===== config.mk =====
export PLATFORM = sky130hd
export DESIGN_NAME = cm_rx_top
export DESIGN_NICKNAME = d
export VERILOG_FILES = /design/src/source/cm_pkg.sv /design/src/source/ort_table.sv /design/src/source/cpl_parser.sv /design/src/source/cpl_mem_writer.sv /design/src/source/cm_rx_top.sv
export SDC_FILE = /design/constraint.sdc
export NUM_CORES = 1
export LEC_CHECK = 0
export BUFFER_PORTS_ARGS = -buffer_cell sky130_fd_sc_hd__buf_4
export CAP_MARGIN = 5
export CORE_MARGIN = 4
export CORE_UTILIZATION = 45
export CTS_CLUSTER_DIAMETER = 40
export DETAILED_ROUTE_END_ITERATION = 10
export PLACE_DENSITY = 0.63
export SLEW_MARGIN = 40
export SYNTH_ARGS = -nofsm -noshare
export SYNTH_HDL_FRONTEND = slang
export SYNTH_SLANG_ARGS = --single-unit

===== constraint.sdc =====
create_clock -name pcie_clk -period 13.6 [get_ports pcie_clk]
set_clock_uncertainty 0.2 [all_clocks]
set_input_delay 2.72 -clock pcie_clk [delete_from_list [all_inputs] [get_ports pcie_clk]]
set_output_delay 2.72 -clock pcie_clk [all_outputs]
set_load 0.03 [all_outputs]

===== src/source/cm_pkg.sv =====
`default_nettype none

package cm_pkg;

   // ORT size
   localparam int tag_count = 16;
   localparam int tag_bits  = 4;

   // header codes for a completion with data
   localparam logic [1:0] fmt_cpl_data = 2'b10;
   localparam logic [4:0] type_cpl     = 5'b01010;
   localparam logic [2:0] status_ok    = 3'b000;

   // ---------------------------------------------------------------------
   // field positions, header beat 1
   // ---------------------------------------------------------------------
   localparam int hdr_fmt_lsb    = 61;
   localparam int hdr_type_lsb   = 56;
   localparam int hdr_status_lsb = 13;
   localparam int hdr_len_lsb    = 32;
   localparam int hdr_bcount_lsb = 0;

   // ---------------------------------------------------------------------
   // field positions, header beat 2
   // ---------------------------------------------------------------------
   localparam int hdr_tag_lsb     = 40;
   localparam int hdr_lowaddr_lsb = 32;

   typedef enum logic [1:0] {
      st_header1 = 2'd0,
      st_header2 = 2'd1,
      st_body    = 2'd2
   } rx_state_t;

   typedef enum logic [1:0] {
      op_wr_odd  = 2'd0,
      op_wr_even = 2'd1,
      op_drop    = 2'd2
   } cpl_op_t;

   typedef enum logic [1:0] {
      cmd_none  = 2'd0,
      cmd_first = 2'd1,
      cmd_body  = 2'd2
   } wr_cmd_t;

endpackage

`default_nettype wire


===== src/source/ort_table.sv =====
`timescale 1ns/100ps
`default_nettype none

module ort_table #(
   parameter int mem_addr_bits = 16
) (
   input  logic                        pcie_clk,
   input  logic                        rst,
   input  logic                        ort_req_v,
   input  logic [cm_pkg::tag_bits-1:0] ort_req_tag,
   input  logic [mem_addr_bits-1:0]    ort_req_addr,
   input  logic [cm_pkg::tag_bits-1:0] lookup_tag,
   input  logic                        upd_v,
   input  logic [cm_pkg::tag_bits-1:0] upd_tag,
   input  logic [mem_addr_bits-1:0]    upd_addr,
   input  logic                        free_v,
   input  logic [cm_pkg::tag_bits-1:0] free_tag,
   output logic [mem_addr_bits-1:0]    lookup_addr,
   output logic                        ort_next_tag_v,
   output logic [cm_pkg::tag_bits-1:0] ort_next_tag,
   output logic                        cfg_trn_pending_n
);
   import cm_pkg::*;

   logic [tag_count-1:0]     valid;
   logic [mem_addr_bits-1:0] addr_mem [tag_count];

   assign lookup_addr = addr_mem[lookup_tag];

   // ---------------------------------------------------------------------
   // free tag search
   // ---------------------------------------------------------------------
   // highest index wins, the tag being claimed right now is skipped
   always_comb begin
      ort_next_tag_v = 1'b0;
      ort_next_tag   = '0;
      for (int i = 0; i < tag_count; i++) begin
         if (!valid[i] && !(ort_req_v && ort_req_tag == tag_bits'(i))) begin
            ort_next_tag_v = 1'b1;
            ort_next_tag   = tag_bits'(i);
         end
      end
   end

   // ---------------------------------------------------------------------
   // entry state
   // ---------------------------------------------------------------------
   always_ff @(posedge pcie_clk) begin
      if (rst) begin
         valid             <= '0;
         cfg_trn_pending_n <= 1'b1;
      end else begin
         cfg_trn_pending_n <= ~|valid;
         if (free_v) begin
            valid[free_tag] <= 1'b0;
         end
         if (ort_req_v) begin
            valid[ort_req_tag] <= 1'b1;
         end
      end
   end

   // a new request overrides a continuation update on the same tag
   always_ff @(posedge pcie_clk) begin
      if (upd_v) begin
         addr_mem[upd_tag] <= upd_addr;
      end
      if (ort_req_v) begin
         addr_mem[ort_req_tag] <= ort_req_addr;
      end
   end

   // requester must only reuse a tag after its final completion
   a_req_tag_free : assert property (@(posedge pcie_clk) disable iff (rst)
      ort_req_v |-> !valid[ort_req_tag]);

endmodule

`default_nettype wire


===== src/source/cpl_parser.sv =====
`timescale 1ns/100ps
`default_nettype none

module cpl_parser #(
   parameter int mem_addr_bits = 16
) (
   input  logic                        pcie_clk,
   input  logic                        rst,
   input  logic [63:0]                 trn_rd,
   input  logic [7:0]                  trn_rrem_n,
   input  logic                        trn_rsof_n,
   input  logic                        trn_reof_n,
   input  logic                        trn_rsrc_rdy_n,
   input  logic                        trn_rerrfwd_n,
   input  logic [mem_addr_bits-1:0]    lookup_addr,
   output logic [cm_pkg::tag_bits-1:0] lookup_tag,
   output logic                        upd_v,
   output logic [cm_pkg::tag_bits-1:0] upd_tag,
   output logic [mem_addr_bits-1:0]    upd_addr,
   output logic                        free_v,
   output logic [cm_pkg::tag_bits-1:0] free_tag,
   output cm_pkg::wr_cmd_t             cmd,
   output logic [63:0]                 cmd_data,
   output logic [mem_addr_bits-1:0]    cmd_addr,
   output logic [3:0]                  cmd_first_be,
   output logic [3:0]                  cmd_last_be,
   output logic                        cmd_last,
   output logic                        cmd_half,
   output logic                        stat_cpl_inc,
   output logic                        stat_err_inc
);
   import cm_pkg::*;

   // ---------------------------------------------------------------------
   // input register stage
   // ---------------------------------------------------------------------
   logic [63:0] rd_q;
   logic [7:0]  rrem_n_q;
   logic        sof_n_q;
   logic        eof_n_q;
   logic        src_rdy_n_q;
   logic        errfwd_n_q;

   always_ff @(posedge pcie_clk) begin
      if (rst) begin
         src_rdy_n_q <= 1'b1;
      end else begin
         src_rdy_n_q <= trn_rsrc_rdy_n;
      end
      rd_q       <= trn_rd;
      rrem_n_q   <= trn_rrem_n;
      sof_n_q    <= trn_rsof_n;
      eof_n_q    <= trn_reof_n;
      errfwd_n_q <= trn_rerrfwd_n;
   end

   rx_state_t   state;
   cpl_op_t     op;
   logic [63:0] head1;
   logic        beat_v;
   logic        in_hdr2;
   logic        is_cpl;
   logic        cpl_good;
   logic        cpl_err;
   logic        is_final;
   logic [10:0] len_dw;
   logic [12:0] bcount_b;
   logic [1:0]  low_addr;
   logic [3:0]  first_be;
   logic [3:0]  last_be;

   assign beat_v  = !src_rdy_n_q && errfwd_n_q;
   assign in_hdr2 = beat_v && (state == st_header2);

   // ---------------------------------------------------------------------
   // completion decode
   // ---------------------------------------------------------------------
   assign is_cpl = (head1[hdr_fmt_lsb +: 2] == fmt_cpl_data)
                && (head1[hdr_type_lsb +: 5] == type_cpl);
   assign cpl_good = in_hdr2 && is_cpl && (head1[hdr_status_lsb +: 3] == status_ok);
   assign cpl_err  = in_hdr2 && is_cpl && (head1[hdr_status_lsb +: 3] != status_ok);

   // zero length is 1024 dwords, zero byte count is 4096 bytes
   assign len_dw   = (head1[hdr_len_lsb +: 10] == 10'd0) ? 11'd1024
                                                          : {1'b0, head1[hdr_len_lsb +: 10]};
   assign bcount_b = (head1[hdr_bcount_lsb +: 12] == 12'd0) ? 13'd4096
                                                             : {1'b0, head1[hdr_bcount_lsb +: 12]};
   assign low_addr = rd_q[hdr_lowaddr_lsb +: 2];
   assign is_final = ({2'b00, len_dw} == ((bcount_b + 13'(low_addr) + 13'd3) >> 2));

   always_comb begin
      case (low_addr)
         2'd0:    first_be = 4'b1111;
         2'd1:    first_be = 4'b1110;
         2'd2:    first_be = 4'b1100;
         default: first_be = 4'b1000;
      endcase
      // bytes past the end of the request stay masked
      case (low_addr + bcount_b[1:0])
         2'd0:    last_be = 4'b1111;
         2'd1:    last_be = 4'b0001;
         2'd2:    last_be = 4'b0011;
         default: last_be = 4'b0111;
      endcase
      if (!is_final) begin
         last_be = 4'b1111;
      end
   end

   // table access during header2
   assign lookup_tag = rd_q[hdr_tag_lsb +: tag_bits];
   assign upd_v      = cpl_good && !is_final;
   assign upd_tag    = lookup_tag;
   assign upd_addr   = lookup_addr + mem_addr_bits'({len_dw, 2'b00});
   assign free_v     = (cpl_good && is_final) || cpl_err;
   assign free_tag   = lookup_tag;

   assign stat_cpl_inc = cpl_good;
   assign stat_err_inc = cpl_err;

   // ---------------------------------------------------------------------
   // packet FSM
   // ---------------------------------------------------------------------
   always_ff @(posedge pcie_clk) begin
      if (rst) begin
         state <= st_header1;
         op    <= op_drop;
         cmd   <= cmd_none;
      end else begin
         cmd <= cmd_none;
         if (beat_v) begin
            case (state)
               st_header1: begin
                  if (!sof_n_q) begin
                     state <= st_header2;
                  end
               end
               st_header2: begin
                  if (cpl_good) begin
                     cmd <= cmd_first;
                     op  <= lookup_addr[2] ? op_wr_even : op_wr_odd;
                  end else begin
                     op <= op_drop;
                  end
                  state <= eof_n_q ? st_body : st_header1;
               end
               st_body: begin
                  if (op != op_drop) begin
                     cmd <= cmd_body;
                  end
                  if (!eof_n_q) begin
                     state <= st_header1;
                  end
               end
               default: state <= st_header1;
            endcase
         end
      end
   end

   // command payload, only meaningful alongside cmd
   always_ff @(posedge pcie_clk) begin
      cmd_data <= rd_q;
      cmd_last <= !eof_n_q;
      // header2 carries a single dword, a last body beat may too
      cmd_half <= (state == st_header2) || (!eof_n_q && rrem_n_q[3:0] != 4'h0);
      if (beat_v && state == st_header1 && !sof_n_q) begin
         head1 <= rd_q;
      end
      if (cpl_good) begin
         cmd_addr     <= lookup_addr;
         cmd_first_be <= first_be;
         cmd_last_be  <= last_be;
      end
   end

   a_state_legal : assert property (@(posedge pcie_clk) disable iff (rst)
      state inside {st_header1, st_header2, st_body});

endmodule

`default_nettype wire


===== src/source/cpl_mem_writer.sv =====
`timescale 1ns/100ps
`default_nettype none

module cpl_mem_writer #(
   parameter int mem_addr_bits = 16
) (
   input  logic                     pcie_clk,
   input  logic                     rst,
   input  cm_pkg::wr_cmd_t          cmd,
   input  logic [63:0]              cmd_data,
   input  logic [mem_addr_bits-1:0] cmd_addr,
   input  logic [3:0]               cmd_first_be,
   input  logic [3:0]               cmd_last_be,
   input  logic                     cmd_last,
   input  logic                     cmd_half,
   output logic [mem_addr_bits-1:0] wr_addr_hi,
   output logic [31:0]              wr_data_hi,
   output logic [3:0]               wr_mask_hi,
   output logic                     wr_en_hi,
   output logic [mem_addr_bits-1:0] wr_addr_lo,
   output logic [31:0]              wr_data_lo,
   output logic [3:0]               wr_mask_lo,
   output logic                     wr_en_lo
);
   import cm_pkg::*;

   function automatic logic [31:0] swap_bytes(input logic [31:0] dw);
      swap_bytes = {dw[7:0], dw[15:8], dw[23:16], dw[31:24]};
   endfunction

   logic [mem_addr_bits-1:0] run_addr;
   logic [mem_addr_bits-1:0] run_addr_p4;
   logic                     phase;
   logic [3:0]               first_mask;
   logic [3:0]               mask0;
   logic [3:0]               mask1;
   logic                     en1;
   logic [31:0]              dw0;
   logic [31:0]              dw1;

   // dword0 sits in the upper half of a body beat, at the lower address
   assign dw0         = swap_bytes(cmd_data[63:32]);
   assign dw1         = swap_bytes(cmd_data[31:0]);
   assign run_addr_p4 = run_addr + mem_addr_bits'(4);

   assign first_mask = cmd_first_be & (cmd_last ? cmd_last_be : 4'b1111);
   assign mask0      = (cmd_last && cmd_half) ? cmd_last_be : 4'b1111;
   assign mask1      = cmd_last ? cmd_last_be : 4'b1111;
   assign en1        = !(cmd_last && cmd_half);

   // ---------------------------------------------------------------------
   // write enables and lane phase
   // ---------------------------------------------------------------------
   // phase 1: first dword went to hi, so body dword0 lands on lo
   always_ff @(posedge pcie_clk) begin
      if (rst) begin
         phase    <= 1'b0;
         wr_en_hi <= 1'b0;
         wr_en_lo <= 1'b0;
      end else begin
         wr_en_hi <= 1'b0;
         wr_en_lo <= 1'b0;
         case (cmd)
            cmd_first: begin
               phase    <= cmd_addr[2];
               wr_en_hi <= cmd_addr[2];
               wr_en_lo <= !cmd_addr[2];
            end
            cmd_body: begin
               wr_en_hi <= phase ? en1 : 1'b1;
               wr_en_lo <= phase ? 1'b1 : en1;
            end
            default: ;
         endcase
      end
   end

   // ---------------------------------------------------------------------
   // address, data and mask
   // ---------------------------------------------------------------------
   always_ff @(posedge pcie_clk) begin
      case (cmd)
         cmd_first: begin
            run_addr   <= cmd_addr + mem_addr_bits'(4);
            wr_addr_hi <= cmd_addr;
            wr_addr_lo <= cmd_addr;
            wr_data_hi <= dw1;
            wr_data_lo <= dw1;
            wr_mask_hi <= first_mask;
            wr_mask_lo <= first_mask;
         end
         cmd_body: begin
            run_addr <= run_addr + mem_addr_bits'(8);
            if (phase) begin
               wr_addr_lo <= run_addr;
               wr_data_lo <= dw0;
               wr_mask_lo <= mask0;
               wr_addr_hi <= run_addr_p4;
               wr_data_hi <= dw1;
               wr_mask_hi <= mask1;
            end else begin
               wr_addr_hi <= run_addr;
               wr_data_hi <= dw0;
               wr_mask_hi <= mask0;
               wr_addr_lo <= run_addr_p4;
               wr_data_lo <= dw1;
               wr_mask_lo <= mask1;
            end
         end
         default: ;
      endcase
   end

   // parser byte enables must never combine to an empty write
   a_mask_nonzero : assert property (@(posedge pcie_clk) disable iff (rst)
      (wr_en_lo |-> wr_mask_lo != 4'h0) and (wr_en_hi |-> wr_mask_hi != 4'h0));

endmodule

`default_nettype wire


===== src/source/cm_rx_top.sv =====
`timescale 1ns/100ps
`default_nettype none

module cm_rx_top #(
   parameter int mem_addr_bits = 16
) (
   input  logic                        pcie_clk,
   input  logic                        rst,
   input  logic [63:0]                 trn_rd,
   input  logic [7:0]                  trn_rrem_n,
   input  logic                        trn_rsof_n,
   input  logic                        trn_reof_n,
   input  logic                        trn_rsrc_rdy_n,
   input  logic                        trn_rerrfwd_n,
   input  logic                        ort_req_v,
   input  logic [cm_pkg::tag_bits-1:0] ort_req_tag,
   input  logic [mem_addr_bits-1:0]    ort_req_addr,
   output logic                        cfg_trn_pending_n,
   output logic                        ort_next_tag_v,
   output logic [cm_pkg::tag_bits-1:0] ort_next_tag,
   output logic [mem_addr_bits-1:0]    wr_addr_hi,
   output logic [31:0]                 wr_data_hi,
   output logic [3:0]                  wr_mask_hi,
   output logic                        wr_en_hi,
   output logic [mem_addr_bits-1:0]    wr_addr_lo,
   output logic [31:0]                 wr_data_lo,
   output logic [3:0]                  wr_mask_lo,
   output logic                        wr_en_lo,
   output logic                        stat_cpl_inc,
   output logic                        stat_err_inc
);

   // parser to table
   logic [cm_pkg::tag_bits-1:0] lookup_tag;
   logic [mem_addr_bits-1:0]    lookup_addr;
   logic                        upd_v;
   logic [cm_pkg::tag_bits-1:0] upd_tag;
   logic [mem_addr_bits-1:0]    upd_addr;
   logic                        free_v;
   logic [cm_pkg::tag_bits-1:0] free_tag;

   // parser to writer
   cm_pkg::wr_cmd_t             cmd;
   logic [63:0]                 cmd_data;
   logic [mem_addr_bits-1:0]    cmd_addr;
   logic [3:0]                  cmd_first_be;
   logic [3:0]                  cmd_last_be;
   logic                        cmd_last;
   logic                        cmd_half;

   cpl_parser #(
      .mem_addr_bits (mem_addr_bits)
   ) i_parser (
      .pcie_clk       (pcie_clk),
      .rst            (rst),
      .trn_rd         (trn_rd),
      .trn_rrem_n     (trn_rrem_n),
      .trn_rsof_n     (trn_rsof_n),
      .trn_reof_n     (trn_reof_n),
      .trn_rsrc_rdy_n (trn_rsrc_rdy_n),
      .trn_rerrfwd_n  (trn_rerrfwd_n),
      .lookup_addr    (lookup_addr),
      .lookup_tag     (lookup_tag),
      .upd_v          (upd_v),
      .upd_tag        (upd_tag),
      .upd_addr       (upd_addr),
      .free_v         (free_v),
      .free_tag       (free_tag),
      .cmd            (cmd),
      .cmd_data       (cmd_data),
      .cmd_addr       (cmd_addr),
      .cmd_first_be   (cmd_first_be),
      .cmd_last_be    (cmd_last_be),
      .cmd_last       (cmd_last),
      .cmd_half       (cmd_half),
      .stat_cpl_inc   (stat_cpl_inc),
      .stat_err_inc   (stat_err_inc)
   );

   ort_table #(
      .mem_addr_bits (mem_addr_bits)
   ) i_ort (
      .pcie_clk          (pcie_clk),
      .rst               (rst),
      .ort_req_v         (ort_req_v),
      .ort_req_tag       (ort_req_tag),
      .ort_req_addr      (ort_req_addr),
      .lookup_tag        (lookup_tag),
      .upd_v             (upd_v),
      .upd_tag           (upd_tag),
      .upd_addr          (upd_addr),
      .free_v            (free_v),
      .free_tag          (free_tag),
      .lookup_addr       (lookup_addr),
      .ort_next_tag_v    (ort_next_tag_v),
      .ort_next_tag      (ort_next_tag),
      .cfg_trn_pending_n (cfg_trn_pending_n)
   );

   cpl_mem_writer #(
      .mem_addr_bits (mem_addr_bits)
   ) i_writer (
      .pcie_clk     (pcie_clk),
      .rst          (rst),
      .cmd          (cmd),
      .cmd_data     (cmd_data),
      .cmd_addr     (cmd_addr),
      .cmd_first_be (cmd_first_be),
      .cmd_last_be  (cmd_last_be),
      .cmd_last     (cmd_last),
      .cmd_half     (cmd_half),
      .wr_addr_hi   (wr_addr_hi),
      .wr_data_hi   (wr_data_hi),
      .wr_mask_hi   (wr_mask_hi),
      .wr_en_hi     (wr_en_hi),
      .wr_addr_lo   (wr_addr_lo),
      .wr_data_lo   (wr_data_lo),
      .wr_mask_lo   (wr_mask_lo),
      .wr_en_lo     (wr_en_lo)
   );

endmodule

`default_nettype wire


==> report_table.html, run 1 <==
<table>
<tr><th>Metric</th><th>Value</th></tr>
<tr><th colspan="2">Run status</th></tr>
<tr><td>Run status</td><td>finished, final reports clean</td></tr>
<tr><th colspan="2">Global routing</th></tr>
<tr><td>Maximum number of pins on one net before global-route repair</td><td>78</td></tr>
<tr><td>Global-route wire length before repair</td><td>98900 µm</td></tr>
<tr><td>Total routing resource utilization after global routing</td><td>21.3%</td></tr>
<tr><td>Global routing usage on met2</td><td>35.9%</td></tr>
<tr><td>Met3 Track Usage GR</td><td>4.86%</td></tr>
<tr><td>Via count of the first global-routing pass</td><td>16600</td></tr>
<tr><td>GR Overflow Total</td><td>0</td></tr>
<tr><td>Routing layer with the top usage in global route</td><td>met2</td></tr>
<tr><td>Initial antenna violation count</td><td>1</td></tr>
<tr><td>Global Route met1 Usage</td><td>27.9%</td></tr>
<tr><th colspan="2">Timing</th></tr>
<tr><td>Final count of negative-setup-slack endpoints</td><td>0</td></tr>
<tr><td>Accumulated negative setup slack</td><td>0 ns</td></tr>
<tr><td>Transition time at the pin with the least slew margin</td><td>0.877 ns</td></tr>
<tr><td>Tightest slew margin relative to the limit</td><td>41.2%</td></tr>
<tr><td>Setup repair after global routing missed its margin</td><td>no</td></tr>
<tr><td>Final Max Slew Viols</td><td>0</td></tr>
<tr><td>Hold violation count in the final report</td><td>0</td></tr>
<tr><td>Final critical delay including setup and external delays</td><td>8.04 ns</td></tr>
<tr><td>Final worst-path setup slack</td><td>5.56 ns</td></tr>
<tr><td>Final worst-path cycle share</td><td>59.1%</td></tr>
<tr><td>Maximum frequency from static timing analysis</td><td>124 MHz</td></tr>
<tr><th colspan="2">Power</th></tr>
<tr><td>Total leakage power</td><td>11.3 nW</td></tr>
<tr><td>Worst-case vdd ir drop</td><td>0.0990 mV</td></tr>
<tr><td>Areal power density over the cells</td><td>151 nW/µm²</td></tr>
<tr><th colspan="2">Die</th></tr>
<tr><td>Boundary Pins</td><td>213</td></tr>
<tr><td>Standard-cell rows</td><td>86</td></tr>
<tr><td>Area of the die</td><td>60400 µm²</td></tr>
<tr><td>Y dimension of the die</td><td>246 µm</td></tr>
<tr><td>Horizontal die dimension</td><td>246 µm</td></tr>
<tr><td>Core Footprint</td><td>55500 µm²</td></tr>
<tr><td>Initial cell density of the core</td><td>45.8%</td></tr>
<tr><th colspan="2">Critical path</th></tr>
<tr><td>Data arrival, critical path</td><td>5.12 ns</td></tr>
<tr><td>Reg2Reg Capture Point</td><td>i_ort.addr_mem[3][12]$_DFFE_PP_</td></tr>
<tr><td>Type of the setup path with the least slack</td><td>in -&gt; out</td></tr>
<tr><td>Worst r2r src</td><td>i_parser.rd_q[40]$_DFF_P_</td></tr>
<tr><td>Kind of start point of the critical path</td><td>input port</td></tr>
<tr><td>R2R cell count</td><td>12</td></tr>
<tr><td>Data required time at the worst endpoint</td><td>10.68 ns</td></tr>
<tr><td>FF-to-FF setup slack</td><td>7.91 ns</td></tr>
<tr><td>Worst-path fanout max</td><td>7</td></tr>
<tr><td>Critical Path Sink Type</td><td>output port</td></tr>
<tr><th colspan="2">Yosys</th></tr>
<tr><td>Portion of the post-synthesis area used by sequential elements</td><td>63.4%</td></tr>
<tr><td>Number of distinct standard cells referenced by the synthesized netlist</td><td>68</td></tr>
<tr><td>Primary FF master, synth</td><td>edfxtp_1</td></tr>
<tr><td>Synthesized area per cell</td><td>12.4 µm²</td></tr>
<tr><td>Number of enable-type register cells in the synthesized netlist</td><td>427</td></tr>
<tr><td>Post-Syn Nets</td><td>2183</td></tr>
<tr><td>Post-synthesis instance area</td><td>25400 µm²</td></tr>
<tr><td>Number of cells produced by synthesis</td><td>2056</td></tr>
<tr><td>Register bit total from synthesis</td><td>591</td></tr>
<tr><td>Proportion of register bits with asynchronous set or reset after synthesis</td><td>0%</td></tr>
<tr><td>Number of synthesis warnings</td><td>0</td></tr>
<tr><th colspan="2">Clocking</th></tr>
<tr><td>Hold-fix buffer count after cts</td><td>0</td></tr>
<tr><td>Post-CTS Setup Inserts</td><td>0</td></tr>
<tr><td>Post-CTS clock slew at the launch and capture registers of the worst setup and hold paths</td><td>0.06 ns</td></tr>
<tr><td>Buffer levels on the longest clock path</td><td>3</td></tr>
<tr><td>Number of H-tree levels</td><td>3</td></tr>
<tr><td>Clock buffer count from CTS</td><td>86</td></tr>
<tr><td>Number of gates resized after CTS</td><td>0</td></tr>
<tr><td>Worst-skew pair later-pin latency</td><td>0.63 ns</td></tr>
<tr><td>CTS sink count</td><td>591</td></tr>
<tr><td>Root buffer cell</td><td>clkbuf_16</td></tr>
<tr><td>Clock tree from TritonCTS</td><td>done</td></tr>
<tr><th colspan="2">Detailed routing</th></tr>
<tr><td>Number of vias per cell</td><td>5.48</td></tr>
<tr><td>Final routed DRC violation total</td><td>0</td></tr>
<tr><td>Detailed-route via count</td><td>16700</td></tr>
<tr><td>Violation count after the first detailed-routing iteration</td><td>1547</td></tr>
<tr><td>Routed length per instance</td><td>21.0 µm</td></tr>
<tr><td>Antenna Nets Post-Route</td><td>0</td></tr>
<tr><td>Total length of routed wires</td><td>64300 µm</td></tr>
<tr><td>Iteration count of the initial detailed-routing pass</td><td>5</td></tr>
<tr><th colspan="2">Finish</th></tr>
<tr><td>Area added between synthesis and finish</td><td>21.3%</td></tr>
<tr><td>Fin cells</td><td>3053</td></tr>
<tr><td>Net count of the finished layout</td><td>2357</td></tr>
<tr><td>Share of final-layout standard cells stronger than drive strength 1</td><td>25.9%</td></tr>
<tr><td>Fill cell count</td><td>4564</td></tr>
<tr><th colspan="2">Min path</th></tr>
<tr><td>Worst Hold Path Cells</td><td>0</td></tr>
<tr><td>Terminating pin of the worst hold path</td><td>i_parser.cmd_data[30]$_DFF_P_</td></tr>
<tr><td>Min-Delay Startpoint</td><td>i_parser.rd_q[30]$_DFF_P_</td></tr>
<tr><td>Class of the tightest hold or removal check</td><td>reg -&gt; reg</td></tr>
<tr><th colspan="2">Placed design</th></tr>
<tr><td>Count of buffers inserted at the top-level ports</td><td>208</td></tr>
<tr><td>Total placed cells including tap cells</td><td>2889</td></tr>
<tr><td>Final GP Congestion</td><td>0.876</td></tr>
<tr><td>HPWL after detailed placement</td><td>43900 µm</td></tr>
<tr><td>Pre-CTS worst setup slack</td><td>5.65 ns</td></tr>
<tr><th colspan="2">Flow run</th></tr>
<tr><td>Max Cap Violations</td><td>0</td></tr>
</table>
## registers in the layout, indices dropped and copies added, names as in the netlist, 2 cells and up
signal,flops
i_writer.wr_mask_hi,4
i_parser.op,2
i_ort.valid,16
i_parser.head1,32
i_parser.rd_q,64
i_ort.addr_mem,256
i_parser.rrem_n_q,4
i_parser.cmd_data,64
i_parser.cmd_addr,16
i_parser.state,2
i_parser.cmd_last_be,3
i_writer.wr_data_lo,32
i_writer.wr_data_hi,32
i_writer.run_addr,16
i_parser.cmd,2
i_writer.wr_addr_hi,14
i_writer.wr_mask_lo,3
i_parser.cmd_first_be,3
i_writer.wr_addr_lo,16
## report_power, final
| part | switching (mW) | internal [mW] | leakage [nW] | total [mW] |
|---|---|---|---|---|
| Clock | 0.890 | 1.38 | 1.48 | 2.27 |
| Combinational | 0.209 | 0.146 | 4.55 | 0.355 |
| Sequential | 0.0180 | 2.01 | 5.24 | 2.03 |
## cell usage after synthesis (28+ instances only)
master,number,area [µm²]
xnor2_1,41,359
mux2_2,78,878
nor2_1,103,387
edfxtp_1,427,12800
nand2_1,479,1800
clkbuf_1,130,488
xor2_1,30,263
dfxtp_1,164,3280
o21ai_0,152,761
nor3_1,28,140
a21oi_1,67,335
mux4_2,74,1670
## how the worst max path moves through the flow
| stage | from | end | depth (start not counted) |
|---|---|---|---|
| 2_1_floorplan | ort_req_tag[2] | ort_next_tag[0] | 8 |
| 3_3_place_gp | ort_req_tag[3] | ort_next_tag[0] | 9 |
| 3_5_place_dp | ort_req_tag[3] | ort_next_tag[0] | 9 |
| 4_1_cts | ort_req_tag[3] | ort_next_tag[0] | 9 |
| 5_1_grt | ort_req_tag[3] | ort_next_tag[0] | 9 |
| 6_report | ort_req_tag[3] | ort_next_tag[0] | 9 |
## layout make-up
type                    instances  area (µm²)  area share, %
flip-flops and latches        591       16100           52.3
well taps                     748         936           3.04
multi-input cells            1283        8820           28.6
inverters                      25        96.3          0.313
repair buffers                243        1840           5.97
clock buffers                  97        2300           7.46
diodes                          1        2.50        0.00812
clock inverters                65         722           2.34
## per-layer routing
metal  vias up  share of wire (%)
met5         -                  0
met1      8179                 41
met3       104                8.0
met4         0                2.2
li1       7754                  -
met2       690                 49
## metrics by stage
step	utilization [%]	total power [mW]	hold slack, ns	instance area [µm²]
global placement	49.7	2.40	0.111	27600
detailed placement	50.0	2.42	0.112	27800
floorplan	-	2.30	0.110	25400
global route	55.5	4.82	0.129	30800
CTS	55.5	4.68	0.126	30800
finish	55.5	4.65	0.122	30800
## kinds of logic (layout without fill, tap and decap cells)
group | count (synthesis) | count (layout) | share of synthesized area (%)
AOI/OAI and AO/OA | 282 | 282 | 6.31
xor gates and xnor gates | 74 | 74 | 2.66
adders and majority gates | 28 | 28 | 1.44
buffers and inverters | 182 | 430 | 2.90
DFF | 591 | 591 | 63.4
muxes | 164 | 164 | 10.9
other | 0 | 1 | 0
and+or+nand+nor | 735 | 735 | 12.4
## worst max-delay path, cell delays in order
cell,delay (ns)
buf_4,0.13
nor3b_1,0.50
a21oi_1,0.28
o32a_1,0.38
o22a_1,0.16
o22ai_1,0.14
a21oi_1,0.10
o41ai_1,0.44
buf_4,0.26
## placed cells by master (no fill, tap or decap), types with 39 or more instances in the layout
cell type / Yosys / routed
dfxtp_1: 164 / 162
mux2_2: 78 / 78
nor2_1: 103 / 102
nand2_1: 479 / 478
a21oi_1: 67 / 67
mux4_2: 74 / 74
xnor2_1: 41 / 39
edfxtp_1: 427 / 427
o21ai_0: 152 / 140
buf_4: 4 / 241
clkbuf_16: 0 / 90
No activity file was read; power rests on OpenSTA's default activity.
==> run 2, diff against run 1 <==
- ABC_AREA: unset -> 1
- clock period: 13.6 -> 7.5 ns (I/O delays scaled with it)
==> report_table.html, run 2 <==
<table>
<tr><th>Metric</th><th>Value</th></tr>
<tr><th colspan="2">Run status</th></tr>
<tr><td>Run status</td><td>finished, final reports clean (unchanged)</td></tr>
<tr><th colspan="2">Clocking</th></tr>
<tr><td>CTS sink count</td><td>591 (unchanged)</td></tr>
<tr><td>Buffer levels on the longest clock path</td><td>3 (unchanged)</td></tr>
<tr><td>Clock tree from TritonCTS</td><td>done (unchanged)</td></tr>
<tr><td>Post-CTS Setup Inserts</td><td>0 (unchanged)</td></tr>
<tr><td>Worst-skew pair later-pin latency</td><td>0.63 ns (about the same)</td></tr>
<tr><td>Hold-fix buffer count after cts</td><td>0 (unchanged)</td></tr>
<tr><td>Post-CTS clock slew at the launch and capture registers of the worst setup and hold paths</td><td>0.06 ns (about the same)</td></tr>
<tr><td>Root buffer cell</td><td>clkbuf_16 (unchanged)</td></tr>
<tr><td>Number of H-tree levels</td><td>3 (unchanged)</td></tr>
<tr><td>Number of gates resized after CTS</td><td>0 (unchanged)</td></tr>
<tr><td>Clock buffer count from CTS</td><td>84 (was 86)</td></tr>
<tr><th colspan="2">Yosys</th></tr>
<tr><td>Cell accounting for the most synthesized area</td><td>edfxtp_1 (unchanged)</td></tr>
<tr><td>Share of Yosys cell area claimed by the top area cell type</td><td>50.8% (was 50.4%)</td></tr>
<tr><td>Number of synthesis warnings</td><td>0 (unchanged)</td></tr>
<tr><td>Proportion of register bits with asynchronous set or reset after synthesis</td><td>0% (unchanged)</td></tr>
<tr><td>Number of cells produced by synthesis</td><td>2419 (was 2056)</td></tr>
<tr><td>Primary FF master, synth</td><td>edfxtp_1 (unchanged)</td></tr>
<tr><td>Cell with the most instances after synthesis</td><td>nand2_1 (unchanged)</td></tr>
<tr><td>Portion of the post-synthesis area used by sequential elements</td><td>63.8% (was 63.4%)</td></tr>
<tr><td>Most frequent cells after synthesis</td><td>nand2_1 (574), edfxtp_1 (427), o21ai_0 (314), inv_1 (169), dfxtp_1 (164) (was nand2_1 (479), edfxtp_1 (427), dfxtp_1 (164), o21ai_0 (152), clkbuf_1 (130))</td></tr>
<tr><td>Number of distinct standard cells referenced by the synthesized netlist</td><td>55 (was 68)</td></tr>
<tr><td>Number of enable-type register cells in the synthesized netlist</td><td>427 (unchanged)</td></tr>
<tr><td>Largest cells by area after synthesis</td><td>edfxtp_1 (51%), dfxtp_1 (13%), nand2_1 (8.5%) (was edfxtp_1 (50%), dfxtp_1 (13%), nand2_1 (7.1%))</td></tr>
<tr><td>Post-synthesis instance area</td><td>25200 µm² (was 25400 µm²)</td></tr>
<tr><td>Synthesized area per cell</td><td>10.4 µm² (was 12.4 µm²)</td></tr>
<tr><td>Post-Syn Nets</td><td>2546 (was 2183)</td></tr>
<tr><td>Register bit total from synthesis</td><td>591 (unchanged)</td></tr>
<tr><th colspan="2">Critical path</th></tr>
<tr><td>Worst-path fanout max</td><td>21 (was 7)</td></tr>
<tr><td>Critical Path Sink Type</td><td>output port (unchanged)</td></tr>
<tr><td>Data arrival, critical path</td><td>4.06 ns (was 5.12 ns)</td></tr>
<tr><td>Type of the setup path with the least slack</td><td>in -&gt; out (unchanged)</td></tr>
<tr><td>Data required time at the worst endpoint</td><td>5.80 ns (was 10.68 ns)</td></tr>
<tr><td>Kind of start point of the critical path</td><td>input port (unchanged)</td></tr>
<tr><th colspan="2">Timing</th></tr>
<tr><td>Final worst-path cycle share</td><td>76.8%</td></tr>
<tr><td>Hold violation count in the final report</td><td>0 (unchanged)</td></tr>
<tr><td>Setup repair after global routing missed its margin</td><td>no (unchanged)</td></tr>
<tr><td>Accumulated negative setup slack</td><td>0 ns (unchanged)</td></tr>
<tr><td>Final critical delay including setup and external delays</td><td>5.76 ns</td></tr>
<tr><td>Final count of negative-setup-slack endpoints</td><td>0 (unchanged)</td></tr>
<tr><td>Maximum frequency from static timing analysis</td><td>174 MHz</td></tr>
<tr><td>Tightest slew margin relative to the limit</td><td>44.7% (was 41.2%)</td></tr>
<tr><td>Final Max Slew Viols</td><td>0 (unchanged)</td></tr>
<tr><td>Transition time at the pin with the least slew margin</td><td>0.829 ns (was 0.877 ns)</td></tr>
<tr><th colspan="2">Power</th></tr>
<tr><td>Worst-case vdd ir drop</td><td>0.190 mV (was 0.0990 mV)</td></tr>
<tr><td>Total power</td><td>8.31 mW (was 4.65 mW)</td></tr>
<tr><td>Total leakage power</td><td>11.8 nW (was 11.3 nW)</td></tr>
<tr><td>Areal power density over the cells</td><td>273 nW/µm² (was 151 nW/µm²)</td></tr>
<tr><th colspan="2">Placed design</th></tr>
<tr><td>Final GP Congestion</td><td>0.890 (was 0.876)</td></tr>
<tr><td>HPWL after detailed placement</td><td>45600 µm (was 43900 µm)</td></tr>
<tr><td>Instance area at placement</td><td>27500 µm² (was 27800 µm²)</td></tr>
<tr><td>Total placed cells including tap cells</td><td>3253 (was 2889)</td></tr>
<tr><td>Count of buffers inserted at the top-level ports</td><td>208 (unchanged)</td></tr>
<tr><th colspan="2">Global routing</th></tr>
<tr><td>Total routing resource utilization after global routing</td><td>21.9% (was 21.3%)</td></tr>
<tr><td>Global Route met1 Usage</td><td>29.2% (was 27.9%)</td></tr>
<tr><td>Global routing usage on met2</td><td>36.7% (was 35.9%)</td></tr>
<tr><td>Via count of the first global-routing pass</td><td>17800 (was 16600)</td></tr>
<tr><td>Met3 Track Usage GR</td><td>3.94% (was 4.86%)</td></tr>
<tr><td>Initial antenna violation count</td><td>2 (was 1)</td></tr>
<tr><td>Maximum number of pins on one net before global-route repair</td><td>82 (was 78)</td></tr>
<tr><td>Global-route wire length before repair</td><td>103000 µm (was 98900 µm)</td></tr>
<tr><td>GR Overflow Total</td><td>0 (unchanged)</td></tr>
<tr><td>Routing layer with the top usage in global route</td><td>met2 (unchanged)</td></tr>
<tr><th colspan="2">Flow run</th></tr>
<tr><td>Max Cap Violations</td><td>0 (unchanged)</td></tr>
<tr><th colspan="2">Detailed routing</th></tr>
<tr><td>Detailed-route via count</td><td>18500 (was 16700)</td></tr>
<tr><td>Iteration count of the initial detailed-routing pass</td><td>7 (was 5)</td></tr>
<tr><td>Routed length per instance</td><td>19.6 µm (was 21.0 µm)</td></tr>
<tr><td>Total length of routed wires</td><td>66700 µm (was 64300 µm)</td></tr>
<tr><td>Number of vias per cell</td><td>5.42 (was 5.48)</td></tr>
<tr><td>Violation count after the first detailed-routing iteration</td><td>1710 (was 1547)</td></tr>
<tr><td>Final routed DRC violation total</td><td>0 (unchanged)</td></tr>
<tr><td>Antenna Nets Post-Route</td><td>0 (unchanged)</td></tr>
<tr><th colspan="2">Die</th></tr>
<tr><td>Initial cell density of the core</td><td>45.6% (was 45.8%)</td></tr>
<tr><td>Standard-cell rows</td><td>86 (unchanged)</td></tr>
<tr><td>Area of the die</td><td>59900 µm² (was 60400 µm²)</td></tr>
<tr><td>Y dimension of the die</td><td>245 µm (was 246 µm)</td></tr>
<tr><td>Horizontal die dimension</td><td>245 µm (was 246 µm)</td></tr>
<tr><td>Boundary Pins</td><td>213 (unchanged)</td></tr>
<tr><td>Core Footprint</td><td>55300 µm² (was 55500 µm²)</td></tr>
<tr><th colspan="2">Finish</th></tr>
<tr><td>Most frequent standard cell in the layout excluding fill and tap cells</td><td>nand2_1 (unchanged)</td></tr>
<tr><td>Share of final-layout standard cells stronger than drive strength 1</td><td>17.0% (was 25.9%)</td></tr>
<tr><td>Register with the highest flop count</td><td>i_ort.addr_mem (unchanged)</td></tr>
<tr><td>Fill cell count</td><td>4761 (was 4564)</td></tr>
<tr><td>Fin cells</td><td>3409 (was 3053)</td></tr>
<tr><td>Registers with the most flip-flops</td><td>i_ort.addr_mem x256, i_parser.cmd_data x64, i_parser.rd_q x64 (unchanged)</td></tr>
<tr><td>Area added between synthesis and finish</td><td>20.7% (was 21.3%)</td></tr>
<tr><td>Top library cells by usage in the layout, fill and taps aside</td><td>nand2_1 (573), edfxtp_1 (427), o21ai_0 (308) (was nand2_1 (478), edfxtp_1 (427), buf_4 (241))</td></tr>
<tr><td>Final design instance area without fill</td><td>30400 µm² (was 30800 µm²)</td></tr>
<tr><td>Max reg flops</td><td>256 (unchanged)</td></tr>
<tr><td>Net count of the finished layout</td><td>2719 (was 2357)</td></tr>
<tr><th colspan="2">Min path</th></tr>
<tr><td>Class of the tightest hold or removal check</td><td>reg -&gt; reg (unchanged)</td></tr>
</table>
run 2: area by class of cell:
type	instances	area [µm²]	share of cell area, %
clock buffers	101	2320	7.63
flip-flops and latches	591	16100	52.9
diodes	1	2.50	0.00822
multi-input cells	1483	7890	25.9
well taps	748	936	3.07
inverters	184	698	2.29
clock inverters	53	572	1.88
repair buffers	248	1910	6.28
run 2: critical path, stage by stage:
cell      delay, ns
buf_4          0.12
inv_1          0.09
nor3_2         0.21
nand2_1        0.46
inv_1          0.69
nor2_1         0.12
inv_1          0.10
nand2_1        0.09
a31oi_1        0.20
o21ai_0        0.10
nor2_1         0.11
o211ai_1       0.10
buf_4          0.18
run 2: final timing paths:
check                                  from                              end  slack [ns]  depth (start not counted)
hold / removal    i_parser.rd_q[30]$_DFF_P_    i_parser.cmd_data[30]$_DFF_P_        0.11                          0
hold reg to reg   i_parser.rd_q[30]$_DFF_P_    i_parser.cmd_data[30]$_DFF_P_        0.11                          0
setup reg to reg  i_parser.rd_q[41]$_DFF_P_  i_ort.addr_mem[0][14]$_DFFE_PP_        2.40                         16
setup / recovery                  ort_req_v                  ort_next_tag[1]        1.74                         13
run 2: kinds of logic (layout without fill, tap and decap cells):
group                    after synthesis  count (layout)  share of synthesized area (%)
AO/OA/AOI/OAI                        596             596                           14.3
XOR/XNOR                              44              44                           1.59
adder cells (fa/ha/maj)               28              28                           1.45
buffers and inverters                345             586                           5.47
flip-flops                           591             591                           63.8
other                                  0               1                              0
AND/OR/NAND/NOR                      815             815                           13.4
run 2: layer usage:
| layer | part of all wire (%) | wire length, µm |
|---|---|---|
| met5 | 0.021 | 14 |
| met3 | 7.0 | 4670 |
| met1 | 42 | 27900 |
| met4 | 2.6 | 1710 |
| met2 | 49 | 32400 |
run 2: through the flow:
step                      utilization [%]  worst slack (ns)  hold WS (ns)
after global placement               49.4              1.88         0.111
after CTS                            55.0              1.85         0.117
after global routing                 55.0              1.58         0.121
final                                55.0              1.74         0.112
after detailed placement             49.7              1.86         0.112
after floorplan                         -              2.82         0.110
run 2: power by group:
group | leakage (nW) | internal, mW | switching, mW
combinational | 5.09 | 0.207 | 0.412
sequential | 5.24 | 3.64 | 0.0304
clock | 1.43 | 2.49 | 1.52
